$ cat src/source/rv32i_types.sv
`default_nettype none

package rv32i_types;

    typedef enum logic [3:0] {
        mem_none = 4'd0,
        mem_lb   = 4'd1,
        mem_lh   = 4'd2,
        mem_lw   = 4'd3,
        mem_lbu  = 4'd4,
        mem_lhu  = 4'd5,
        mem_sb   = 4'd6,
        mem_sh   = 4'd7,
        mem_sw   = 4'd8
    } mem_op_t;

    typedef enum logic [2:0] {
        wb_none = 3'd0,
        wb_alu  = 3'd1,
        wb_uimm = 3'd2,
        wb_br   = 3'd3,
        wb_mem  = 3'd4
    } wb_sel_t;

    typedef struct packed {
        logic        valid;
        logic [31:0] pc;
        logic [63:0] order;
        logic [31:0] inst;
        mem_op_t     mem_op;
        wb_sel_t     wb_sel;
        logic [31:0] alu_out; // also the byte address of a load or store.
        logic        br_en;
        logic [31:0] u_imm;
        logic [31:0] rs2_v;
        logic [4:0]  rd_s;
    } exe_result_t;

    typedef struct packed {
        logic        valid;
        logic [31:0] pc;
        logic [63:0] order;
        logic [31:0] inst;
        mem_op_t     mem_op;
        wb_sel_t     wb_sel;
        logic [31:0] alu_out;
        logic        br_en;
        logic [31:0] u_imm;
        logic [4:0]  rd_s;
        logic [31:0] mem_addr; // word aligned.
        logic [3:0]  mem_rmask;
        logic [3:0]  mem_wmask;
        logic [31:0] mem_wdata;
    } ex_mem_stage_reg_t;

    typedef struct packed {
        logic        valid;
        logic [31:0] pc;
        logic [63:0] order;
        logic [31:0] inst;
        mem_op_t     mem_op;
        wb_sel_t     wb_sel;
        logic [31:0] alu_out;
        logic        br_en;
        logic [31:0] u_imm;
        logic [4:0]  rd_s;
        logic [31:0] mem_addr;
        logic [3:0]  mem_rmask; // zero when the access did not go to memory.
        logic [3:0]  mem_wmask;
        logic        misaligned;
    } mem_wb_stage_reg_t;

    typedef struct packed {
        logic        valid;
        logic [63:0] order;
        logic [31:0] pc;
        logic [4:0]  rd_s;
        logic [31:0] rd_v;
        logic        regf_we;
        logic        misaligned;
    } commit_t;

endpackage

`default_nettype wire

$ cat src/source/ex_mem_register.sv
`timescale 1ns/1ps
`default_nettype none

module ex_mem_register
import rv32i_types::*;
(
    input  logic              clk,
    input  logic              reset,
    input  exe_result_t       exe_result,
    output ex_mem_stage_reg_t ex_mem_stage_reg
);

    logic [1:0]  byte_off;
    logic [3:0]  rmask;
    logic [3:0]  wmask;
    logic [31:0] wdata;

    assign byte_off = exe_result.alu_out[1:0];

    always_comb begin
        rmask = 4'b0000;
        wmask = 4'b0000;
        wdata = exe_result.rs2_v;
        case (exe_result.mem_op)
            mem_lb, mem_lh, mem_lw, mem_lbu, mem_lhu: begin
                rmask = 4'b1111; // the whole word is read and writeback picks the lane.
            end
            mem_sb: begin
                wmask = 4'b0001 << byte_off;
                wdata = {4{exe_result.rs2_v[7:0]}};
            end
            mem_sh: begin
                wmask = 4'b0011 << byte_off; // odd offsets are caught by the memory stage.
                wdata = {2{exe_result.rs2_v[15:0]}};
            end
            mem_sw: begin
                wmask = 4'b1111;
            end
            default: begin
                rmask = 4'b0000;
                wmask = 4'b0000;
            end
        endcase
    end

    always_ff @(posedge clk) begin
        if (reset) begin
            ex_mem_stage_reg.valid <= 1'b0;
        end else begin
            ex_mem_stage_reg.valid <= exe_result.valid;
        end
        ex_mem_stage_reg.pc        <= exe_result.pc;
        ex_mem_stage_reg.order     <= exe_result.order;
        ex_mem_stage_reg.inst      <= exe_result.inst;
        ex_mem_stage_reg.mem_op    <= exe_result.mem_op;
        ex_mem_stage_reg.wb_sel    <= exe_result.wb_sel;
        ex_mem_stage_reg.alu_out   <= exe_result.alu_out;
        ex_mem_stage_reg.br_en     <= exe_result.br_en;
        ex_mem_stage_reg.u_imm     <= exe_result.u_imm;
        ex_mem_stage_reg.rd_s      <= exe_result.rd_s;
        ex_mem_stage_reg.mem_addr  <= {exe_result.alu_out[31:2], 2'b00};
        ex_mem_stage_reg.mem_rmask <= rmask;
        ex_mem_stage_reg.mem_wmask <= wmask;
        ex_mem_stage_reg.mem_wdata <= wdata;
    end

endmodule

`default_nettype wire

$ cat config.mk
export PLATFORM = sky130hd
export DESIGN_NAME = ex_mem_register
export DESIGN_NICKNAME = d
export VERILOG_FILES = /design/src/source/rv32i_types.sv /design/src/source/ex_mem_register.sv
export SDC_FILE = /design/constraint.sdc
export NUM_CORES = 1
export LEC_CHECK = 0
export BUFFER_PORTS_ARGS = -buffer_cell sky130_fd_sc_hd__buf_2
export CAP_MARGIN = 0
export CORE_AREA = 2 2 204 206
export DETAILED_ROUTE_END_ITERATION = 7
export DIE_AREA = 0 0 206 208
export GPL_TIMING_DRIVEN = 1
export PLACE_DENSITY = 0.41
export SLEW_MARGIN = 0
export SYNTH_ARGS = -nofsm -noshare
export SYNTH_HDL_FRONTEND = slang
export SYNTH_SLANG_ARGS = --single-unit
$ cat constraint.sdc
create_clock -name clk -period 1.17 [get_ports clk]
set_clock_uncertainty 0.05 [all_clocks]
set_input_delay 0.0585 -clock clk [delete_from_list [all_inputs] [get_ports clk]]
set_output_delay 0.0585 -clock clk [all_outputs]
set_load 0.005 [all_outputs]
==> impl_results.md, run 1 <==
- Critical path's slowest cell: dlygate4sd3_1
- PD cells: 1660 mW/mm2
- Final setup TNS: 0 ps
- First-pass GRT wire length: 32,800 um
- Crit Path Max Fanout: 8
- CP Launch Type: input port
- CP peak stage delay: 530 ps
- Max reg flops: 243
- CTS Buf Count: 29
- RSZ-0062 raised after global routing: true
- CTS tree: done
- Non-Filler Instances: 1,643
- Clock Sinks: 243
- Post-synth top area share: 86.7%
- Synth area leader: dfxtp_1
- Worst EP arrival: 1530 ps
- Largest cells by area after synthesis: dfxtp_1 87%, buf_4 4.8%, mux2_2 3.4%
- Placed cells: 1,351
- Die Area: 0.0428 mm2
- Antenna-violating nets left: 0
- Initial DRC count: 122
- Busiest grt layer: met2
- Clock root buffer master: clkbuf_16
- Kind of critical path: in -> reg
- Synth unique cells: 18
- Area added between synthesis and finish: 116%
- Status: complete, no violations
- CTS max path bufs: 3
- Seq/Total Area, Yosys: 86.7%
- Largest net degree at the start of global routing: 25
- H-tree Lvls: 1
- MaxCap Viol Count: 0
- Die W: 206 um
- Worst hold path class: in -> reg
- Routed Wire Length: 23,300 um
- Most frequent cells in the layout: 503 x buf_2, 239 x dlygate4sd3_1, 209 x dfxtp_1, 32 x dfxtp_2, 29 x clkbuf_16
- Worst Path Buf+Inv: 3
- Yosys warning total: 0
- Placer Congestion: 0.741
- Global Route met2 Usage: 19.0%
- Grt ovf: 0
- Ports: 518
- Wire per inst: 14.2 um
- VDD IR max: 0.985 mV
- Final slew viol count: 0
- Global Route Usage Sum: 10.1%
- Final Hold Violating Endpoints: 0
- Fmax: 876 MHz
- Tcrit/Tclk final: 97.6%
- Vias in the first global route: 5,847
- Port Buffers: 515
- Fillers: 4,122
- Worst setup EP type: flop
- Initial core utilization: 13.8%
- Via/cell ratio: 3.22
- Data required, critical path: 1560 ps
- Rows: 74
- GR Util met1: 8.82%
- Cell area after synthesis: 0.00561 mm2
- #FFs+latches synth: 243
- Post-route DRC: 0
- Delay-heaviest family, CP: buffers and inverters
- Setup violators final: 0
- Post-Syn Area per Cell: 16.6 um2
- Via count: 5,286
- Nets: 1,330
- Tmin final: 1140 ps
- Most common cell after layout, fill and taps aside: buf_2
- Clock transition at path regs: 60 ps
- LEAKAGE: 0.00583 uW
- Post-DP HPWL: 16,900 um
- Synth Instances: 337
- Crit-path cells: dlygate4sd3_1 > buf_2 > nand3b_4 > nor2_4 > buf_12 > mux2_2
- Core area: 0.0406 mm2
- Initial antenna violation count: 4
- Layout cell share with drive strength beyond 1: 56.1%
- Length of the first detailed-routing pass in iterations: 4
- Die Height: 208 um
- Met3 usage: 4.84%
## synth_stat cells
cell        n
nor2b_1     1
o31ai_1     3
nor2_1      1
mux2i_1     8
dfxtp_1   243
buf_2       1
or4b_4      1
nand3b_4    1
nor3_1      1
o21ai_0     9
inv_1       1
nor2_4      1
buf_6       2
mux2_2     17
conb_1      1
nand2_1     9
a211oi_1    1
buf_4      36
## power breakdown
part / total [uW] / internal [uW] / switching, uW / leakage (uW)
Sequential: 8890 / 8750 / 142 / 0.00205
Combinational: 1870 / 1230 / 644 / 0.00329
Clock: 9340 / 5780 / 3560 / 0.000494
## final timing paths
path | startpoint | endpoint | cells past startpoint
min | exe_result[144] | ex_mem_stage_reg[184]$_DFF_P_ | 2
max | exe_result[108] | ex_mem_stage_reg[11]$_DFF_P_ | 6
## metrics by stage
| step | instance area, um2 | total power, uW | hold WS, ps | utilization (%) | setup slack (ps) |
|---|---|---|---|---|---|
| 2_1_floorplan | 5610 | 9320 | 36.2 | - | 268 |
| 3_3_place_gp | 8600 | 10300 | 111 | 21.2 | -5.03 |
| 3_5_place_dp | 8600 | 10300 | 112 | 21.2 | -28.2 |
| 4_1_cts | 12100 | 20500 | 37.6 | 29.7 | -21.6 |
| 5_1_grt | 12100 | 21000 | 52.4 | 29.9 | -28.0 |
| 6_report | 12100 | 20100 | 88.9 | 29.9 | 28.1 |
## logic make-up (layout without fill, tap and decap cells)
group,count (synthesis),count (layout),synth area share (%)
AO/OA/AOI/OAI,13,13,1.34
AND/OR/NAND/NOR,15,15,1.67
other,1,3,0.0668
buffers and inverters,40,812,5.37
multiplexers,25,25,4.84
flip-flops,243,243,86.7
## per-layer routing
metal	vias up	routed length, um
met5	-	31
met3	60	2890
met4	4	1150
met1	2356	7480
met2	317	11800
li1	2549	-
## final cells by class
type / instances / area, um2 / area share, %
timing repair buffer: 760 / 5090 / 42.0
sequential: 243 / 4910 / 40.5
clock buffer: 38 / 820 / 6.76
tap: 532 / 666 / 5.49
multi-input combinational: 55 / 448 / 3.69
clock inverter: 13 / 178 / 1.47
inverter: 1 / 3.75 / 0.0310
antenna: 1 / 2.50 / 0.0206
## repair_timing
item,CTS,global route
hold buffers,239,0
buffers inserted,0,1
endpoints found under the setup margin,43,38
hold endpoints to repair,243,0
gates resized for setup,36,16
gates cloned,0,0
pin swaps,0,1
Power figures use the tool's default switching activity.
==> run 2, diff against run 1 <==
- PLACE_DENSITY: 0.41 -> 0.45
==> run 2 against run 1 <==
The run now ends with negative hold slack left; first-iteration DRC count fell by 11%; largest power group is now sequential cells; worst hold slack got worse by 430 ps; sequential share of layout area up 0.069 points; wire length grew 0.70%; sequential power hardly changed; combinational power is 2% higher; via count grew 1.2%; cell count grew 0.24%.
==> impl_results.md, run 2 (synthesis results as in run 1) <==
- VDD IR max: 1.04 mV (+5.6%)
- Vias in the first global route: 5,912 (+1.1%)
- Die Height: 208 um (unchanged)
- Data required, critical path: 1570 ps (about the same)
- Register area: 0.00490 mm2 (-0.25%)
- Post-route DRC: 0 (unchanged)
- Antenna-violating nets left: 0 (unchanged)
- H-tree Lvls: 1 (unchanged)
- RSZ-0062 raised after global routing: true
- Placer Congestion: 0.744 (+0.43%)
- Global Route Usage Sum: 10.3% (+0.14 points)
- Initial DRC count: 109 (-11%)
- Final Hold Violating Endpoints: 7 (+7)
- Postcts setup bufs: 0 (unchanged)
- Rows: 74 (unchanged)
- Setup violators final: 0 (unchanged)
- Largest net degree at the start of global routing: 20 (-20%)
- Initial antenna violation count: 5 (+1)
- Area added between synthesis and finish: 115%
- CP peak stage delay: 550 ps (+20 ps)
- Layout cell share with drive strength beyond 1: 54.4% (-1.8 points)
- Routed Wire Length: 23,500 um (+0.70%)
- Grt ovf: 0 (unchanged)
- Tcrit/Tclk final: 98.4% (+0.82 points)
- CTS Buf Count: 27 (-6.9%)
- Ports: 518 (unchanged)
- Tmin final: 1150 ps (+9.64 ps)
- Clock Sinks: 243 (unchanged)
- Via/cell ratio: 3.25 (+0.93%)
- Die Area: 0.0428 mm2 (unchanged)
- Final setup TNS: 0 ps (unchanged)
- Max reg flops: 243 (unchanged)
- Worst hold path class: in -> reg
- Nets: 1,336 (+0.45%)
- Die W: 206 um (unchanged)
- Critical path's slowest cell: dlygate4sd3_1
- Fillers: 4,162 (+0.97%)
- Failing checks: negative hold slack
- Fmax: 868 MHz (-0.84%)
- Core Util, Final: 29.8% (-0.13 points)
- MaxCap Viol Count: 0 (unchanged)
- CTS max path bufs: 3 (unchanged)
- Post-DP HPWL: 17,100 um (+1.7%)
- Hold slack: -346 ps (-434 ps)
- Status: finished, violations left
- Via count: 5,348 (+1.2%)
- Worst EP arrival: 1550 ps (+20 ps)
- Length of the first detailed-routing pass in iterations: 4 (unchanged)
- Crit Path Max Fanout: 4 (-4)
- Port Buffers: 515 (unchanged)
- LEAKAGE: 0.00580 uW (-0.55%)
- Worst Hold Depth: 1 (-1)
- Hold Path End: ex_mem_stage_reg[146]$_DFF_P_
- Wire per inst: 14.3 um (+0.45%)
- Most common cell after layout, fill and taps aside: buf_2
- Clock root buffer master: clkbuf_16
- PD cells: 1570 mW/mm2 (-5.1%)
- Worst setup EP type: flop
- Delay-heaviest family, CP: buffers and inverters
- CTS tree: done
- Final slew viol count: 0 (unchanged)
- Most frequent cells in the layout: 499 x buf_2, 248 x dlygate4sd3_1, 217 x dfxtp_1, 27 x clkbuf_16, 25 x dfxtp_2
- First-pass GRT wire length: 33,300 um (+1.6%)
- Combinational Power Share: 10.0% (+0.7 points)
- Clock transition at path regs: 60 ps (about the same)
- Multi-input gate area: 448 um2 (unchanged)
- Worst Path Buf+Inv: 3 (unchanged)
- Core area: 0.0406 mm2 (unchanged)
- Hold path startpoint: exe_result[106]
- Kind of critical path: in -> reg
- Initial core utilization: 13.8% (unchanged)
- Switching Share: 22.1% (+0.48 points)
- Crit path top cell by count: dlygate4sd3_1
- Switching Power: 4200 uW (-3.4%)
- CP Launch Type: input port
- Hold buffer count at cts: 248 (+3.8%)
- P_int: 14,800 uW (-6.1%)
- Clock Power Share: 43.2% (-3.3 points)
- Crit-path cells: dlygate4sd3_1 > buf_2 > mux2_2 > dlygate4sd3_1
- Flop pwr share: 46.8% (+2.6 points)
-- run 2: cell count changes in the layout (fill, tap and decap cells not counted), sizes merged --
cell / previous run / this run
dlygate4sd3: 239 / 248
bufinv: 4 / 1
diode: 1 / 2
clkinv: 7 / 3
clkbuf: 38 / 39
buf: 521 / 520
inv: 2 / 3
-- run 2: worst max-delay path by stage --
| stage | startpoint | end | slack [ps] | cells after the start |
|---|---|---|---|---|
| after floorplan | exe_result[108] | ex_mem_stage_reg[10]$_DFF_P_ | 270 | 3 |
| after global placement | exe_result[107] | ex_mem_stage_reg[18]$_DFF_P_ | 60 | 4 |
| after detailed placement | exe_result[107] | ex_mem_stage_reg[23]$_DFF_P_ | 40 | 4 |
| after CTS | ex_mem_stage_reg[112]$_DFF_P_ | ex_mem_stage_reg[42] | -20 | 1 |
| after global routing | ex_mem_stage_reg[112]$_DFF_P_ | ex_mem_stage_reg[42] | -20 | 1 |
| final | exe_result[8] | ex_mem_stage_reg[11]$_DFF_P_ | 20 | 4 |
-- run 2: per-layer routing --
layer  share of wire (%)  global-route usage [%]  vias up
met3                 9.8                    3.56       47
met2                  53                    19.7      315
li1                    -                       -     2568
met1                  35                    9.75     2416
met4                 3.0                    4.33        2
met5               0.047                       0        -
-- run 2: power groups by stage --
stage / logic [uW] / registers [uW] / clock network, uW
global route: 2080 / 8930 / 8950
global placement: 1210 / 9050 / 0
finish: 1910 / 8890 / 8210
CTS: 1920 / 8880 / 8570
floorplan: 207 / 9120 / 0
detailed placement: 1220 / 9050 / 0
-- run 2: what timing repair did --
item | in CTS | in global routing
hold endpoints to repair | 243 | 7
gates resized for setup | 29 | 16
endpoints found under the setup margin | 32 | 27
-- run 2: per-stage QoR --
step	area, um2	setup slack (ps)	hold WS, ps	power, uW	std cells
after floorplan	5610	268	36.2	9320	338
after global placement	8620	57.9	110	10300	1352
after detailed placement	8620	40.8	112	10300	1352
after CTS	12000	-18.0	-385	19400	1646
after global routing	12100	-21.4	-374	20000	1647
final	12100	18.5	-346	19000	1647
-- run 2: final cells by class --
class	instances	area share [%]
clock inverters	7	0.705
well taps	532	5.51
flip-flops and latches	243	40.6
multi-input cells	55	3.71
diodes	2	0.0415
repair buffers	768	43.0
inverters	1	0.0311
clock buffers	39	6.38
