==> src/source/rv32i_types.sv <==
`default_nettype none

package rv32i_types;

    typedef enum logic [3:0] {
        mem_none = 4'd0,
        mem_lb   = 4'd1,
        mem_lh   = 4'd2,
        mem_lw   = 4'd3,
        mem_lbu  = 4'd4,
        mem_lhu  = 4'd5,
        mem_sb   = 4'd6,
        mem_sh   = 4'd7,
        mem_sw   = 4'd8
    } mem_op_t;

    typedef enum logic [2:0] {
        wb_none = 3'd0,
        wb_alu  = 3'd1,
        wb_uimm = 3'd2,
        wb_br   = 3'd3,
        wb_mem  = 3'd4
    } wb_sel_t;

    typedef struct packed {
        logic        valid;
        logic [31:0] pc;
        logic [63:0] order;
        logic [31:0] inst;
        mem_op_t     mem_op;
        wb_sel_t     wb_sel;
        logic [31:0] alu_out; // also the byte address of a load or store.
        logic        br_en;
        logic [31:0] u_imm;
        logic [31:0] rs2_v;
        logic [4:0]  rd_s;
    } exe_result_t;

    typedef struct packed {
        logic        valid;
        logic [31:0] pc;
        logic [63:0] order;
        logic [31:0] inst;
        mem_op_t     mem_op;
        wb_sel_t     wb_sel;
        logic [31:0] alu_out;
        logic        br_en;
        logic [31:0] u_imm;
        logic [4:0]  rd_s;
        logic [31:0] mem_addr; // word aligned.
        logic [3:0]  mem_rmask;
        logic [3:0]  mem_wmask;
        logic [31:0] mem_wdata;
    } ex_mem_stage_reg_t;

    typedef struct packed {
        logic        valid;
        logic [31:0] pc;
        logic [63:0] order;
        logic [31:0] inst;
        mem_op_t     mem_op;
        wb_sel_t     wb_sel;
        logic [31:0] alu_out;
        logic        br_en;
        logic [31:0] u_imm;
        logic [4:0]  rd_s;
        logic [31:0] mem_addr;
        logic [3:0]  mem_rmask; // zero when the access did not go to memory.
        logic [3:0]  mem_wmask;
        logic        misaligned;
    } mem_wb_stage_reg_t;

    typedef struct packed {
        logic        valid;
        logic [63:0] order;
        logic [31:0] pc;
        logic [4:0]  rd_s;
        logic [31:0] rd_v;
        logic        regf_we;
        logic        misaligned;
    } commit_t;

endpackage

`default_nettype wire

==> src/source/write_back_stage.sv <==
`timescale 1ns/1ps
`default_nettype none

module write_back_stage
import rv32i_types::*;
(
    input  logic              clk,
    input  logic              reset,
    input  mem_wb_stage_reg_t mem_wb_stage_reg,
    input  logic [31:0]       dmem_rdata,
    output commit_t           commit
);

    mem_wb_stage_reg_t wb_reg;
    logic [1:0]        byte_off;
    logic [7:0]        load_byte;
    logic [15:0]       load_half;
    logic [31:0]       load_v;
    logic [31:0]       rd_v;
    logic              regf_we;

    always_ff @(posedge clk) begin
        if (reset) begin
            wb_reg.valid <= 1'b0;
        end else begin
            wb_reg.valid <= mem_wb_stage_reg.valid;
        end
        wb_reg.pc         <= mem_wb_stage_reg.pc;
        wb_reg.order      <= mem_wb_stage_reg.order;
        wb_reg.inst       <= mem_wb_stage_reg.inst;
        wb_reg.mem_op     <= mem_wb_stage_reg.mem_op;
        wb_reg.wb_sel     <= mem_wb_stage_reg.wb_sel;
        wb_reg.alu_out    <= mem_wb_stage_reg.alu_out;
        wb_reg.br_en      <= mem_wb_stage_reg.br_en;
        wb_reg.u_imm      <= mem_wb_stage_reg.u_imm;
        wb_reg.rd_s       <= mem_wb_stage_reg.rd_s;
        wb_reg.mem_addr   <= mem_wb_stage_reg.mem_addr;
        wb_reg.mem_rmask  <= mem_wb_stage_reg.mem_rmask;
        wb_reg.mem_wmask  <= mem_wb_stage_reg.mem_wmask;
        wb_reg.misaligned <= mem_wb_stage_reg.misaligned;
    end

    assign byte_off  = wb_reg.alu_out[1:0];
    assign load_byte = dmem_rdata[8*byte_off +: 8];
    assign load_half = dmem_rdata[16*byte_off[1] +: 16]; // lane 0 or lane 2 only.

    always_comb begin
        case (wb_reg.mem_op)
            mem_lb:  load_v = {{24{load_byte[7]}}, load_byte};
            mem_lbu: load_v = {24'h00_0000, load_byte};
            mem_lh:  load_v = {{16{load_half[15]}}, load_half};
            mem_lhu: load_v = {16'h0000, load_half};
            mem_lw:  load_v = dmem_rdata;
            default: load_v = 32'h0000_0000;
        endcase
    end

    always_comb begin
        case (wb_reg.wb_sel)
            wb_alu:  rd_v = wb_reg.alu_out;
            wb_uimm: rd_v = wb_reg.u_imm;
            wb_br:   rd_v = {31'd0, wb_reg.br_en};
            wb_mem:  rd_v = load_v;
            default: rd_v = 32'h0000_0000;
        endcase
    end

    // a misaligned access retires but never writes the register file.
    assign regf_we = wb_reg.valid && (wb_reg.wb_sel != wb_none) && (wb_reg.rd_s != 5'd0)
                     && !wb_reg.misaligned;

    always_comb begin
        commit.valid      = wb_reg.valid;
        commit.order      = wb_reg.order;
        commit.pc         = wb_reg.pc;
        commit.rd_s       = wb_reg.rd_s;
        commit.rd_v       = rd_v;
        commit.regf_we    = regf_we;
        commit.misaligned = wb_reg.misaligned;
    end

endmodule

`default_nettype wire
==> config.mk <==
export PLATFORM = sky130hd
export DESIGN_NAME = write_back_stage
export DESIGN_NICKNAME = d
export VERILOG_FILES = /design/src/source/rv32i_types.sv /design/src/source/write_back_stage.sv
export SDC_FILE = /design/constraint.sdc
export NUM_CORES = 1
export LEC_CHECK = 0
export BUFFER_PORTS_ARGS = -buffer_cell sky130_fd_sc_hd__buf_2
export CAP_MARGIN = 40
export CORE_AREA = 3 3 161 163
export CTS_CLUSTER_DIAMETER = 30
export DETAILED_ROUTE_END_ITERATION = 6
export DIE_AREA = 0 0 164 166
export SLEW_MARGIN = 40
export SYNTH_ARGS = -nofsm -noshare
export SYNTH_HDL_FRONTEND = slang
export SYNTH_SLANG_ARGS = --single-unit
export TNS_END_PERCENT = 10
==> constraint.sdc <==
create_clock -name clk -period 2.4 [get_ports clk]
set_clock_uncertainty 0.1 [all_clocks]
set_input_delay 0.24 -clock clk [delete_from_list [all_inputs] [get_ports clk]]
set_output_delay 0.24 -clock clk [all_outputs]
set_load 0.01 [all_outputs]
==> flow_summary.ini, run 1 <==
[setup_path]
crit_fanout = 7
critPathBufInv = 3
worstPathCellList = buf_6 > or4b_4 > a211o_4 > buf_12 > o22ai_2 > a211o_1 > buf_2
critPathTopFamily = compound AO/OA/AOI/OAI gates
critical-path-slowest-cell = or4b_4
critPathRequiredTime_ps = 2060
crit_path_end_kind = output port
worst_setup_path_type = flop to output port
critical_path.max_stage_delay_ps = 530
timing.critical_path.arrival_ps = 2340
startpoint_type = flop

[global_routing]
grt_start_max_net_pins = 20
antenna_violations_before_repair = 3
global_route.overflow_total = 0
grt_pass1_vias = 5571
grtUsageTotal = 0.1531
grt_pass1_wl_mm = 31.32

[clocking]
clock_tree.root_cell = clkbuf_16
total_clock_sinks = 175
numCtsBuffers = 17
tritoncts_clock_tree = built
max-clock-path-buffers = 2
cts-htree-levels = 4
path_clk_slew_ps = 80

[power]
cellPowerDensity_nw_per_um2 = 691.0
intPower_uw = 4975
p_comb_frac = 0.129
power.switching_fraction = 0.2608
power.share.clock = 0.409
seq_power_share = 0.462
cellLeakagePower_uw = 0.004623
power.switching_uw = 1755
ir_drop_worst_case_vdd_mv = 0.3070

[run]
max_cap_viols = 0

[logic_synthesis]
synth_cell_type_count = 39
sequential_element_share_of_the_synthesized_area = 0.6116
yosys_warnings = 0
synthFlopType = dfxtp_1
synth-edff-count = 0
post_synth_instance_area_um2 = 5728
synth.net_count = 756
postSynthCellCount = 475
syn_area_per_cell_um2 = 12.06
postSynth.asyncResetShare = 0
yosys_register_bits = 175

[die]
floorplan.initialDensity = 0.2342
dieHeight_um = 166
dieArea_um2 = 27220
die_width_um = 164
design.core.area_um2 = 24460
top_level_pins = 417
row_count = 57

[outcome]
outcome = finished with violations
failed_checks = negative setup slack

[final_layout]
largest_reg_flops = 103
post_route_cells_drive_above_1_share = 0.4779
synthToLayoutAreaGrowth_pct = 70.05
post_layout_nonfiller_instances = 1257
share_of_the_core_filled_with_cells = 0.3982
fillers = 2297
layout.nets = 1198

[sta]
worst_slack_ps = -279.9
post-route-min-period_ps = 2680
timing_hold_violations_final = 0
max_freq_ghz = 0.3731
worst-slew-pin-transition_ps = 629.2
setup_violations = 31
holdWs_ps = 339.2
share_of_the_clock_period_used_by_the_worst_path = 1.117
unrepaired_setup_endpoints_after_global_routing = true
slew_violations = 0
max-slew-margin-rel = 0.5786

[route]
drt_drc_violations_left = 0
routed.top_layer = met5
post_drt_via_cell_ratio = 3.997
detail_route.wl_per_cell_um = 16.95
totalWireLength_mm = 21.30
vias = 5024
drtIter0Drc = 151
postRouteAntennaNets = 0
dr.pass1.iters = 4
wire_length_on_met1_mm = 7.619
wl_met3_mm = 2.041
met2_wirelength_mm = 11.27

[worst_hold_path]
beginning_of_the_worst_hold_path = mem_wb_stage_reg[154]
min_delay_path_depth = 2
hold_class = primary input to flop
hold_end = commit[75]

[placement]
placed_cells = 1043
port_buffers = 344
gp_congestion = 0.8012
place.detailed.hpwl_mm = 15.47
==> metal layers <==
metal / vias up / global-route usage
met5: - / 0
met1: 2344 / 0.1546
li1: 2427 / -
met4: 2 / 0.04303
met3: 21 / 0.06510
met2: 230 / 0.2841
==> how the worst max path moves through the flow <==
stage | end | depth (start not counted) | start
global placement | commit[25] | 5 | wb_reg[111]
CTS | commit[3] | 7 | wb_reg[112]
floorplan | commit[4] | 6 | byte_off[1]
global route | commit[3] | 7 | wb_reg[112]
finish | commit[3] | 7 | wb_reg[112]
detailed placement | commit[3] | 7 | wb_reg[112]
==> cell usage after synthesis (2+ instances only) <==
| cell type | instances | area [µm²] |
|---|---|---|
| inv_1 | 17 | 63.81 |
| buf_4 | 104 | 780.8 |
| a32oi_1 | 7 | 61.31 |
| dfxtp_1 | 175 | 3503 |
| buf_2 | 8 | 40.04 |
| a22oi_1 | 16 | 120.1 |
| mux4_2 | 7 | 157.7 |
| mux2i_1 | 2 | 20.02 |
| nand2_1 | 19 | 71.32 |
| a211o_1 | 15 | 131.4 |
| nor2b_1 | 7 | 43.79 |
| clkbuf_1 | 9 | 33.78 |
| a21oi_1 | 19 | 95.09 |
| nor3_1 | 2 | 10.01 |
| o22ai_1 | 4 | 25.02 |
| buf_6 | 2 | 22.52 |
| mux2_2 | 3 | 33.78 |
| o22ai_2 | 10 | 125.1 |
| o21ai_0 | 2 | 10.01 |
| buf_1 | 3 | 11.26 |
| a221o_1 | 16 | 160.2 |
| nor2_1 | 11 | 41.29 |
==> cell families (layout without fill, tap and decap cells) <==
logic type	Yosys count	in the layout	share of synthesized area
muxes	12	12	0.03692
and+or+nand+nor	49	49	0.04435
buffers and inverters	143	597	0.1662
xor gates and xnor gates	1	1	0.001529
AOI/OAI and AO/OA	95	95	0.1394
other	0	4	0
DFF	175	175	0.6116
==> cell usage in the layout (no fill, tap or decap), types with 2 or more instances in the layout <==
cell type / instances
nor3_1: 2
dfxtp_2: 7
buf_6: 11
a21oi_1: 18
o22ai_2: 12
mux4_2: 7
nor2b_1: 5
clkinv_4: 3
nor2b_2: 2
a211o_1: 14
a22oi_1: 15
clkbuf_16: 18
nor2_1: 11
dlygate4sd3_1: 176
mux2i_1: 2
mux2_2: 3
buf_2: 332
a32oi_1: 7
inv_1: 17
a221o_1: 16
nand2_1: 19
inv_8: 4
diode_2: 4
clkinv_8: 4
dfxtp_1: 168
buf_4: 28
==> per-stage QoR <==
stage	total power, µW	TNS (ps)	instance area [µm²]	setup WS (ps)
6_report	6731	-4998	9741	-279.9
5_1_grt	7054	-7730	9733	-329.1
4_1_cts	6820	-5699	9649	-268.5
3_5_place_dp	3790	0	7192	138.4
3_3_place_gp	3786	0	7189	89.59
2_1_floorplan	3521	0	5728	340.3
==> area by class of cell <==
type | count | area [µm²] | share of cell area
sequential | 175 | 3512 | 0.3606
antenna | 4 | 10.01 | 0.001028
inverter | 17 | 63.81 | 0.006551
multi-input combinational | 157 | 1353 | 0.1389
tap | 324 | 405.4 | 0.04162
timing repair buffer | 549 | 3802 | 0.3904
clock buffer | 17 | 425.4 | 0.04367
clock inverter | 14 | 168.9 | 0.01734
==> power by group through the flow <==
stage / sequential, µW / clock [µW] / combinational, µW
floorplan: 3160 / 0 / 360
global placement: 3170 / 0 / 613
detailed placement: 3170 / 0 / 615
CTS: 3110 / 2850 / 864
global route: 3130 / 2990 / 937
finish: 3110 / 2750 / 869
==> timing repair <==
action,CTS,global route
hold buffers,176,0
endpoints found under the setup margin,32,32
pin swaps,7,1
cloned,0,1
gates resized for setup,25,13
endpoints found under the hold margin,175,0
setup buffers,1,1
Power figures use the tool's default switching activity.
==> run 2: changes to the inputs <==
--- a/config.mk
+++ b/config.mk
@@ -11,6 +11,7 @@
 export CTS_CLUSTER_DIAMETER = 30
 export DETAILED_ROUTE_END_ITERATION = 6
 export DIE_AREA = 0 0 164 166
+export PLACE_DENSITY = 0.54
 export SLEW_MARGIN = 40
 export SYNTH_ARGS = -nofsm -noshare
 export SYNTH_HDL_FRONTEND = slang
==> constraint.sdc (replaced) <==
create_clock -name clk -period 2.8 [get_ports clk]
set_clock_uncertainty 0.1 [all_clocks]
set_input_delay 0.28 -clock clk [delete_from_list [all_inputs] [get_ports clk]]
set_output_delay 0.28 -clock clk [all_outputs]
set_load 0.01 [all_outputs]
==> flow_summary.ini, run 2 (same netlist as run 1, synthesis figures left out) <==
[placement]
place.detailed.hpwl_mm = 15.44
postPlaceCellArea_um2 = 7129
gp_congestion = 0.8093
port_buffers = 344

[global_routing]
antenna_violations_before_repair = 3
grt_pass1_wl_mm = 31.02
grt_pass1_vias = 5579
grtUsageTotal = 0.1521
grt_start_max_net_pins = 21
global_route.overflow_total = 0

[clocking]
cts-htree-levels = 4
max-clock-path-buffers = 2
clock_tree.root_cell = clkbuf_16
total_clock_sinks = 175
tritoncts_clock_tree = built
path_clk_slew_ps = 80
numCtsBuffers = 17

[final_layout]
layout.nets = 1190
largest_reg_flops = 103
post_route_cells_drive_above_1_share = 0.4577
layout_common_cells = 344 x buf_2, 176 x dlygate4sd3_1, 175 x dfxtp_1
synthToLayoutAreaGrowth_pct = 66.86
finish.instance_area_um2 = 9558
fillers = 2397
layout_commonest_cell = buf_2

[power]
cellLeakagePower_uw = 0.004567
ir_drop_worst_case_vdd_mv = 0.3818
power_uw = 5804
cellPowerDensity_nw_per_um2 = 607.2

[setup_path]
worst_setup_path_type = flop to output port
critPathRequiredTime_ps = 2420
crit_path_end_kind = output port
startpoint_type = flop
timing.critical_path.arrival_ps = 2300
crit_fanout = 14

[sta]
unrepaired_setup_endpoints_after_global_routing = false
post-route-min-period_ps = 2683
timing_hold_violations_final = 0
setup_violations = 0
max-slew-margin-rel = 0.5319
slew_violations = 0
worst-slew-pin-transition_ps = 699.8
holdWs_ps = 370.9
max_freq_ghz = 0.3728
share_of_the_clock_period_used_by_the_worst_path = 0.9581

[route]
detail_route.wl_per_cell_um = 16.94
vias = 5046
drt_drc_violations_left = 0
postRouteAntennaNets = 0
totalWireLength_mm = 21.12
dr.pass1.iters = 4
drtIter0Drc = 212
post_drt_via_cell_ratio = 4.047

[die]
floorplan.initialDensity = 0.2342
design.core.area_um2 = 24460
dieHeight_um = 166
die_width_um = 164
top_level_pins = 417
row_count = 57
dieArea_um2 = 27220

[worst_hold_path]
beginning_of_the_worst_hold_path = mem_wb_stage_reg[204]
hold_end = commit[125]
hold_class = primary input to flop
min_delay_path_depth = 2

[run]
max_cap_viols = 0

[outcome]
outcome = finished clean
==> run 2: layout make-up <==
cell class	count	area [µm²]	area share
Timing Repair Buffer	541	3670	0.3840
Sequential cell	175	3503	0.3665
Multi-Input combinational cell	157	1299	0.1359
Clock buffer	18	429.2	0.04490
Tap cell	324	405.4	0.04241
Clock inverter	14	185.2	0.01937
Inverter	17	63.81	0.006676
Antenna cell	1	2.502	0.0002618
==> run 2: metal layers <==
layer / routed length (µm) / GRT usage
met4: 426 / 0.05002
met5: 30 / 0
met3: 1952 / 0.06436
met1: 7508 / 0.1500
met2: 11200 / 0.2832
==> run 2: worst max path at each step <==
stage,from,end,slack [ps],cells past startpoint
floorplan,byte_off[1],commit[4],700,6
detailed placement,wb_reg[117],commit[3],320,5
global route,wb_reg[115],commit[5],4,5
CTS,byte_off[0],commit[29],-40,5
finish,wb_reg[115],commit[8],120,5
global placement,wb_reg[117],commit[3],300,5
==> run 2: power breakdown <==
part | total [µW] | internal (µW) | switching [µW]
clock network | 2420 | 1220 | 1190
registers | 2670 | 2620 | 44.7
logic | 721 | 421 | 300
total | 5800 | 4270 | 1540
==> run 2: repair_timing <==
item	CTS	global route
setup buffers	0	3
setup endpoints to repair	26	28
endpoints found under the hold margin	175	0
pin swaps	1	3
gates resized for setup	2	1
cloned	0	0
hold buffers	176	0
==> run 2: stage by stage <==
| stage | utilization | cells | worst slack [ps] | setup TNS (ps) |
|---|---|---|---|---|
| global placement | 0.2914 | 1035 | 299.8 | 0 |
| detailed placement | 0.2914 | 1035 | 318.8 | 0 |
| CTS | 0.3889 | 1243 | -35.90 | -184.5 |
| finish | 0.3907 | 1247 | 117.3 | 0 |
| floorplan | - | 475 | 700.3 | 0 |
| global route | 0.3907 | 1247 | 3.973 | 0 |
==> run 2: worst max-delay path, stage by stage (launching register included) <==
cell,delay [ps]
dfxtp_1,490
or3b_1,430
a211o_4,460
o22ai_1,200
a211o_1,160
buf_2,140
