## src/source/rv32i_types.sv

```systemverilog
`default_nettype none

package rv32i_types;

    typedef enum logic [3:0] {
        mem_none = 4'd0,
        mem_lb   = 4'd1,
        mem_lh   = 4'd2,
        mem_lw   = 4'd3,
        mem_lbu  = 4'd4,
        mem_lhu  = 4'd5,
        mem_sb   = 4'd6,
        mem_sh   = 4'd7,
        mem_sw   = 4'd8
    } mem_op_t;

    typedef enum logic [2:0] {
        wb_none = 3'd0,
        wb_alu  = 3'd1,
        wb_uimm = 3'd2,
        wb_br   = 3'd3,
        wb_mem  = 3'd4
    } wb_sel_t;

    typedef struct packed {
        logic        valid;
        logic [31:0] pc;
        logic [63:0] order;
        logic [31:0] inst;
        mem_op_t     mem_op;
        wb_sel_t     wb_sel;
        logic [31:0] alu_out; // also the byte address of a load or store.
        logic        br_en;
        logic [31:0] u_imm;
        logic [31:0] rs2_v;
        logic [4:0]  rd_s;
    } exe_result_t;

    typedef struct packed {
        logic        valid;
        logic [31:0] pc;
        logic [63:0] order;
        logic [31:0] inst;
        mem_op_t     mem_op;
        wb_sel_t     wb_sel;
        logic [31:0] alu_out;
        logic        br_en;
        logic [31:0] u_imm;
        logic [4:0]  rd_s;
        logic [31:0] mem_addr; // word aligned.
        logic [3:0]  mem_rmask;
        logic [3:0]  mem_wmask;
        logic [31:0] mem_wdata;
    } ex_mem_stage_reg_t;

    typedef struct packed {
        logic        valid;
        logic [31:0] pc;
        logic [63:0] order;
        logic [31:0] inst;
        mem_op_t     mem_op;
        wb_sel_t     wb_sel;
        logic [31:0] alu_out;
        logic        br_en;
        logic [31:0] u_imm;
        logic [4:0]  rd_s;
        logic [31:0] mem_addr;
        logic [3:0]  mem_rmask; // zero when the access did not go to memory.
        logic [3:0]  mem_wmask;
        logic        misaligned;
    } mem_wb_stage_reg_t;

    typedef struct packed {
        logic        valid;
        logic [63:0] order;
        logic [31:0] pc;
        logic [4:0]  rd_s;
        logic [31:0] rd_v;
        logic        regf_we;
        logic        misaligned;
    } commit_t;

endpackage

`default_nettype wire

```

## src/source/mem_stage.sv

```systemverilog
`timescale 1ns/1ps
`default_nettype none

module mem_stage
import rv32i_types::*;
(
    input  ex_mem_stage_reg_t ex_mem_stage_reg,
    output logic [31:0]       dmem_addr,
    output logic [3:0]        dmem_rmask,
    output logic [3:0]        dmem_wmask,
    output logic [31:0]       dmem_wdata,
    output mem_wb_stage_reg_t mem_wb_stage_reg
);

    mem_op_t    mem_op;
    logic [1:0] byte_off;
    logic       is_half;
    logic       is_word;
    logic       misaligned;
    logic       access_ok;
    logic [3:0] rmask;
    logic [3:0] wmask;

    assign mem_op   = ex_mem_stage_reg.mem_op;
    assign byte_off = ex_mem_stage_reg.alu_out[1:0];
    assign is_half  = (mem_op == mem_lh) || (mem_op == mem_lhu) || (mem_op == mem_sh);
    assign is_word  = (mem_op == mem_lw) || (mem_op == mem_sw);

    assign misaligned = (is_half && byte_off[0]) || (is_word && (byte_off != 2'b00));
    assign access_ok  = ex_mem_stage_reg.valid && !misaligned;

    assign rmask = access_ok ? ex_mem_stage_reg.mem_rmask : 4'b0000;
    assign wmask = access_ok ? ex_mem_stage_reg.mem_wmask : 4'b0000;

    assign dmem_addr  = ex_mem_stage_reg.mem_addr;
    assign dmem_rmask = rmask;
    assign dmem_wmask = wmask;
    assign dmem_wdata = ex_mem_stage_reg.mem_wdata;

    always_comb begin
        mem_wb_stage_reg.valid      = ex_mem_stage_reg.valid;
        mem_wb_stage_reg.pc         = ex_mem_stage_reg.pc;
        mem_wb_stage_reg.order      = ex_mem_stage_reg.order;
        mem_wb_stage_reg.inst       = ex_mem_stage_reg.inst;
        mem_wb_stage_reg.mem_op     = ex_mem_stage_reg.mem_op;
        mem_wb_stage_reg.wb_sel     = ex_mem_stage_reg.wb_sel;
        mem_wb_stage_reg.alu_out    = ex_mem_stage_reg.alu_out;
        mem_wb_stage_reg.br_en      = ex_mem_stage_reg.br_en;
        mem_wb_stage_reg.u_imm      = ex_mem_stage_reg.u_imm;
        mem_wb_stage_reg.rd_s       = ex_mem_stage_reg.rd_s;
        mem_wb_stage_reg.mem_addr   = ex_mem_stage_reg.mem_addr;
        mem_wb_stage_reg.mem_rmask  = rmask;
        mem_wb_stage_reg.mem_wmask  = wmask;
        mem_wb_stage_reg.misaligned = misaligned;
    end

endmodule

`default_nettype wire

```

## config.mk

```make
export PLATFORM = sky130hd
export DESIGN_NAME = mem_stage
export DESIGN_NICKNAME = d
export VERILOG_FILES = /design/src/source/rv32i_types.sv /design/src/source/mem_stage.sv
export SDC_FILE = /design/constraint.sdc
export NUM_CORES = 1
export LEC_CHECK = 0
export BUFFER_PORTS_ARGS = -buffer_cell sky130_fd_sc_hd__buf_2
export CORE_AREA = 10 10 226 228
export DETAILED_ROUTE_END_ITERATION = 10
export DIE_AREA = 0 0 236 238
export PLACE_DENSITY_LB_ADDON = 0.08
export SKIP_LAST_GASP = 1
export SYNTH_ARGS = -nofsm -noshare
export SYNTH_HDL_FRONTEND = slang
export SYNTH_SLANG_ARGS = --single-unit
```

## constraint.sdc

```tcl
create_clock -name vclk -period 2.6
set_clock_uncertainty 0.05 [all_clocks]
set_input_delay 0.13 -clock vclk [all_inputs]
set_output_delay 0.13 -clock vclk [all_outputs]
set_load 0.02 [all_outputs]
```

==> reports/qor.yml, run 1 <==
detailed_routing:
  ant_nets: 0
  dr.pass1.iters: 2
  wl_um: 7880
  drc_errors: 0
  vias: 783
  first_iter_violations: 22
  wl_per_cell_um: 11.8
  avgViaCountPerCell: 1.17
logic_synthesis:
  synth_common_cells: "buf_4 (311), inv_1 (8), nor3_1 (8)"
  yosysSeqAreaShare: 0
  synth_compound_area_frac: 0.0127
  synthSimpleGateAreaFrac: 0.0289
  syn_inst: 334
  yosysTopAreaCellShare: 0.945
  post-synth-top-count-cell: "buf_4"
  yosysWarnings: 0
  synth_area_leaders: "buf_4 (94%), nor3_1 (1.6%), inv_1 (1.2%)"
  synth_area_sq_um: 2470
  synth_cell_type_count: 10
  syn_area_per_cell_sq_um: 7.40
  synth_adder_area_share: 0
  synthXorXnorAreaFrac: 0
  yosys.area.top_type: "buf_4"
  synth_top_family_by_area: "buffers and inverters"
  syn_nets: 612
  synthMuxAreaShare: 0
power_and_ir_drop:
  peakVddDrop_v: 0.0000319
  power_leakage_nw: 0.236
  power_density_nw_per_um2: 87.4
floorplanning:
  die_h_um: 238
  dieWidth_um: 236
  dieArea_sq_um: 56200
  row_count: 79
  design.core.area_sq_um: 46400
  start_util: 0.0533
  ios: 597
cells_and_area:
  n_antenna_cell: 0
  n_clock_buffer: 0
  fin_area_sq_um: 1090
  drive_above_1_share: 0.661
  area_growth_pct: -55.8
  seqCellArea_sq_um: 0
  nets: 342
  nFlopsAndLatches: 0
setup_path:
  path_cells: "buf_2 -> or4b_1 -> o221ai_4 -> nor3_1 -> buf_2"
  crit_cells: 5
  worstPathMaxFanout: 9
  path_class: "input port to primary output"
  crit_slowest_cell: "or4b_1"
  path_buf_inv: 2
  crit_family: "simple AND/OR/NAND/NOR gates"
  required_ps: 2420
  crit_path_start: "ex_mem_stage_reg[146]"
  worst_path_most_repeated_cell: "buf_2"
  worstPathArrival_ps: 1470
  cp-end-kind: "primary output"
  crit_end: "dmem_wmask[1]"
  worst_setup_path_start_kind: "input port"
  critical_path.max_stage_delay_ps: 570
sta:
  worst_pin_slew_ps: 389
  fin_crit_sh: 0.635
  rsz0062_at_grt: "no"
  clock.fmax_mhz: 606
  hold_viol: 0
  maxSlewHeadroom: 0.739
  setup_viol: 0
  maxSlewViolCount: 0
  setup_ws_ps: 949
  tns_ps: 0
  fin_crit_ps: 1650
place:
  dp_slack_ps: 942
  hpwl_um: 6890
  portBuffers: 39
  dpl_cell_area_sq_um: 1090
  finalWeightedCongestion: 0.575
clocking:
  post_cts_resized: 0
  post_cts_buffers: 0
  cts_hold_buf: 0
hold_path:
  hp-class: "input port to primary output"
  hold_depth: 0
run_status:
  status: "finished, final reports clean"
grt:
  grt_util_all_layers: 0.0234
  grt_max_degree: 10
  grt_antenna_before_repair: 0
  grt_pass1_wl_um: 9170
  first_global_vias: 928
  overflow: 0
flow_run:
  drv_cap: 0
worst min-delay path by stage:
stage                               startpoint              endpoint  slack, ps
after floorplan           ex_mem_stage_reg[40]          dmem_addr[0]        320
after global placement    ex_mem_stage_reg[10]        dmem_wdata[10]        210
after detailed placement  ex_mem_stage_reg[10]        dmem_wdata[10]        210
after CTS                 ex_mem_stage_reg[10]        dmem_wdata[10]        210
after global routing      ex_mem_stage_reg[80]  mem_wb_stage_reg[49]        210
final                      ex_mem_stage_reg[5]         dmem_wdata[5]        210
area by class of cell:
cell class                 count  area (sq um)
fill                        5494         45300
inverter                       9          33.8
multi-input combinational     14           103
tap                          607           759
timing repair buffer          39           195
through the flow:
step                      hold WS [ps]  power (W)  instances    util
after detailed placement           210  0.0000984        669  0.0235
after global placement             210   0.000100        669  0.0235
after floorplan                    323   0.000730        334       -
after global routing               210   0.000104        669  0.0235
after CTS                          210  0.0000985        669  0.0235
final                              210  0.0000953        669  0.0235
cell usage in the layout (no fill, tap or decap):
| cell type | instances |
|---|---|
| nor2_1 | 1 |
| buf_2 | 39 |
| o221ai_4 | 1 |
| inv_1 | 8 |
| nor3_1 | 8 |
| nand4b_1 | 1 |
| or3b_2 | 1 |
| or4b_1 | 1 |
| clkinv_1 | 1 |
| a21oi_1 | 1 |
metal layers:
layer | part of all wire | GRT usage | routed length (um)
met5 | 0.0067 | 0.00864 | 53
met3 | 0.29 | 0.0313 | 2280
met1 | 0.18 | 0.0126 | 1440
met2 | 0.39 | 0.0295 | 3080
met4 | 0.13 | 0.0307 | 1020
kinds of logic after synthesis:
family,count (synthesis)
AOI/OAI and AO/OA,2
buffers and inverters,320
and+or+nand+nor,12
report_power, final:
group          switching, W  internal [W]
clock network             0             0
logic             0.0000658     0.0000295
registers                 0             0
total             0.0000658     0.0000295
Note: power is estimated with default switching activity, not from simulation.
==> run 2: changes to the inputs <==
--- a/config.mk
+++ b/config.mk
@@ -6,9 +6,9 @@
 export NUM_CORES = 1
 export LEC_CHECK = 0
 export BUFFER_PORTS_ARGS = -buffer_cell sky130_fd_sc_hd__buf_2
-export CORE_AREA = 10 10 226 228
+export CORE_AREA = 10 10 222 224
 export DETAILED_ROUTE_END_ITERATION = 10
-export DIE_AREA = 0 0 236 238
+export DIE_AREA = 0 0 232 234
 export PLACE_DENSITY_LB_ADDON = 0.08
 export SKIP_LAST_GASP = 1
 export SYNTH_ARGS = -nofsm -noshare
==> constraint.sdc (replaced) <==
create_clock -name vclk -period 1.7
set_clock_uncertainty 0.05 [all_clocks]
set_input_delay 0.085 -clock vclk [all_inputs]
set_output_delay 0.085 -clock vclk [all_outputs]
set_load 0.02 [all_outputs]
==> reports/qor.yml, run 2 (same netlist as run 1, synthesis figures left out) <==
grt:
  grt_pass1_wl_um: 9060
  overflow: 0
  grt_util_all_layers: 0.0245
  grt_antenna_before_repair: 0
  grt_max_degree: 10
  first_global_vias: 950
sta:
  clock.fmax_mhz: 646
  hold_viol: 0
  fin_crit_sh: 0.911
  tns_ps: 0
  rsz0062_at_grt: "no"
  maxSlewHeadroom: 0.763
  maxSlewViolCount: 0
  fin_crit_ps: 1550
  worst_pin_slew_ps: 353
  setup_viol: 0
setup_path:
  worst_setup_path_start_kind: "input port"
  path_buf_inv: 2
  path_cells: "buf_2 -> or4b_1 -> o221ai_4 -> nor3_1 -> buf_2"
  crit_path_start: "ex_mem_stage_reg[146]"
  crit_family: "simple AND/OR/NAND/NOR gates"
  worstPathArrival_ps: 1410
  crit_slowest_cell: "or4b_1"
  path_class: "input port to primary output"
  worstPathMaxFanout: 9
  worst_path_most_repeated_cell: "buf_2"
  critical_path.max_stage_delay_ps: 560
  cp-end-kind: "primary output"
  required_ps: 1560
place:
  hpwl_um: 6910
  finalWeightedCongestion: 0.608
  portBuffers: 39
cells_and_area:
  drive_above_1_share: 0.661
  n_antenna_cell: 0
  n_clock_buffer: 0
  seqCellArea_sq_um: 0
  layout_common_cells: "buf_2 (39), inv_1 (8), nor3_1 (8)"
  n_fill_cell: 5420
  area_growth_pct: -56.2
  final_common_cell: "buf_2"
  nets: 342
  nFlopsAndLatches: 0
run_status:
  status: "finished, final reports clean"
clocking:
  post_cts_buffers: 0
  cts_hold_buf: 0
  post_cts_resized: 0
hold_path:
  hp-class: "input port to primary output"
  hp-start: "ex_mem_stage_reg[66]"
floorplanning:
  start_util: 0.0550
  dieArea_sq_um: 54300
  ios: 597
  dieWidth_um: 232
  design.core.area_sq_um: 44900
  row_count: 78
  die_h_um: 234
detailed_routing:
  wl_met1_um: 1030
  drc_errors: 0
  ant_nets: 0
  wl_um: 8010
  dr_wl_met2_um: 3010
  vias: 839
  wl_met3_um: 2530
  dr.pass1.iters: 4
  routed.top_layer: "met4"
  first_iter_violations: 37
  avgViaCountPerCell: 1.27
  wl_per_cell_um: 12.1
power_and_ir_drop:
  power_leakage_nw: 0.236
  power.total_w: 0.000145
  power_density_nw_per_um2: 134
  peakVddDrop_v: 0.0000554
flow_run:
  drv_cap: 0
-- run 2: layer usage --
metal | global-route usage | vias to the layer above
li1 | - | 156
met1 | 0.00738 | 232
met2 | 0.0326 | 299
met3 | 0.0326 | 152
met4 | 0.0468 | 0
met5 | 0 | -
-- run 2: path summary, 6_finish.rpt --
kind       endpoint  cells after the start
min   dmem_addr[26]                      0
max   dmem_wmask[2]                      5
-- run 2: through the flow --
step | cells | util | hold slack (ps) | setup WS (ps) | instance area, sq um
floorplan | 334 | - | 233 | 272 | 2470
global placement | 662 | 0.0241 | 120 | 138 | 1080
detailed placement | 662 | 0.0241 | 120 | 125 | 1080
CTS | 662 | 0.0241 | 120 | 125 | 1080
global route | 662 | 0.0241 | 120 | 78.4 | 1080
finish | 662 | 0.0241 | 120 | 151 | 1080
-- run 2: layout make-up --
class | instances | area, sq um | share of cell area
tap | 600 | 751 | 0.694
timing repair buffer | 39 | 195 | 0.180
multi-input combinational | 14 | 103 | 0.0948
inverter | 9 | 33.8 | 0.0312
-- run 2: where the power goes --
group / total, W / switching, W / internal, W
clock network: 0 / 0 / 0
registers: 0 / 0 / 0
logic: 0.000145 / 0.0000996 / 0.0000451
total: 0.000145 / 0.0000996 / 0.0000451
==> run 3: changes to the inputs <==
--- a/config.mk
+++ b/config.mk
@@ -5,10 +5,10 @@
 export SDC_FILE = /design/constraint.sdc
 export NUM_CORES = 1
 export LEC_CHECK = 0
-export BUFFER_PORTS_ARGS = -buffer_cell sky130_fd_sc_hd__buf_2
-export CORE_AREA = 10 10 222 224
+export CORE_AREA = 10 10 225 227
 export DETAILED_ROUTE_END_ITERATION = 10
-export DIE_AREA = 0 0 232 234
+export DIE_AREA = 0 0 235 237
+export DONT_BUFFER_PORTS = 1
 export PLACE_DENSITY_LB_ADDON = 0.08
 export SKIP_LAST_GASP = 1
 export SYNTH_ARGS = -nofsm -noshare
==> reports/qor.yml, run 3 (same netlist as run 1, synthesis figures left out) <==
grt:
  grt_util_all_layers: 0.0265
  first_global_vias: 861
  grt_max_degree: 10
  overflow: 0
  grt_antenna_before_repair: 0
  grt_pass1_wl_um: 9990
sta:
  maxSlewViolCount: 0
  tns_ps: 0
  clock.fmax_mhz: 672
  fin_crit_sh: 0.876
  fin_crit_ps: 1490
  maxSlewHeadroom: 0.362
  rsz0062_at_grt: "no"
  hold_viol: 0
  worst_pin_slew_ps: 952
  setup_viol: 0
  fin_hold_ws_ps: 120
  setup_ws_ps: 211
setup_path:
  crit_family: "simple AND/OR/NAND/NOR gates"
  worstPathMaxFanout: 9
  worst_setup_path_start_kind: "input port"
  critical_path.max_stage_delay_ps: 560
  required_ps: 1560
  crit_slowest_cell: "or4b_1"
  cp-end-kind: "primary output"
  path_buf_inv: 1
  path_cells: "or4b_1 -> o221ai_4 -> nor3_2 -> buf_4"
  path_class: "input port to primary output"
  worstPathArrival_ps: 1350
run_status:
  status: "finished, final reports clean"
power_and_ir_drop:
  seq_power_share: 0
  clkPwrFrac: 0
  p_switching_w: 0.0000821
  p_comb_frac: 1.000
  peakVddDrop_v: 0.0000398
  swShare: 0.679
  power.total_w: 0.000121
  p_int_w: 0.0000389
  power_density_nw_per_um2: 116
  power_leakage_nw: 0.145
floorplanning:
  start_util: 0.0535
  design.core.area_sq_um: 46200
  die_h_um: 237
  row_count: 79
  ios: 597
  dieArea_sq_um: 55700
  dieWidth_um: 235
place:
  finalWeightedCongestion: 0.551
  portBuffers: 0
  hpwl_um: 7510
  dp_slack_ps: 179
detailed_routing:
  wl_um: 8470
  wl_per_cell_um: 13.2
  first_iter_violations: 52
  avgViaCountPerCell: 1.09
  vias: 703
  dr.pass1.iters: 4
  drc_errors: 0
  ant_nets: 0
cells_and_area:
  seqCellArea_sq_um: 0
  n_antenna_cell: 0
  nets: 317
  nFlopsAndLatches: 0
  area_growth_pct: -57.9
  n_clock_buffer: 0
  finish.utilization: 0.0226
  drive_above_1_share: 0.649
  final_common_cell: "buf_4"
  layout_common_cells: "buf_4 (14), inv_1 (8), nor3_2 (8)"
clocking:
  post_cts_resized: 0
  cts_hold_buf: 0
  post_cts_buffers: 0
flow_run:
  drv_cap: 0
hold_path:
  hp-start: "ex_mem_stage_reg[131]"
  hp-class: "input port to primary output"
  hold_depth: 0
  hold_end: "mem_wb_stage_reg[100]"
==> run 3: cell count changes in the layout (fill, tap and decap cells not counted), sizes merged <==
cell,before,now
buf,39,14
==> run 3: final cells by class <==
cell class | count | area (sq um)
fillers | 5497 | 45100
inverters | 9 | 33.8
multi-input cells | 14 | 143
well taps | 607 | 759
repair buffers | 14 | 105
==> run 3: worst max-delay path by stage <==
stage                           from                  end  slack (ps)  depth (start not counted)
2_1_floorplan  ex_mem_stage_reg[146]  mem_wb_stage_reg[1]         270                          4
3_3_place_gp   ex_mem_stage_reg[146]        dmem_rmask[0]         190                          4
3_5_place_dp   ex_mem_stage_reg[146]        dmem_rmask[0]         180                          4
4_1_cts        ex_mem_stage_reg[146]        dmem_rmask[0]         180                          4
5_1_grt        ex_mem_stage_reg[146]        dmem_rmask[0]         150                          4
6_report       ex_mem_stage_reg[146]        dmem_rmask[0]         210                          4
==> run 3: stage by stage <==
step / cell area [sq um] / instances
final: 1040 / 644
after global routing: 1040 / 644
after CTS: 1040 / 644
after detailed placement: 1040 / 644
after global placement: 1040 / 644
after floorplan: 2470 / 334
==> run 3: metal layers <==
metal / track usage / vias up / share of wire
li1: - / 109 / -
met1: 0.0147 / 219 / 0.18
met2: 0.0362 / 251 / 0.40
met3: 0.0298 / 124 / 0.26
met4: 0.0391 / 0 / 0.15
met5: 0 / - / 0
==> run 3: power groups by stage <==
stage	Combinational [W]	Clock, W	Sequential, W
floorplan	0.00112	0	0
global placement	0.000130	0	0
detailed placement	0.000129	0	0
CTS	0.000129	0	0
global route	0.000131	0	0
finish	0.000121	0	0
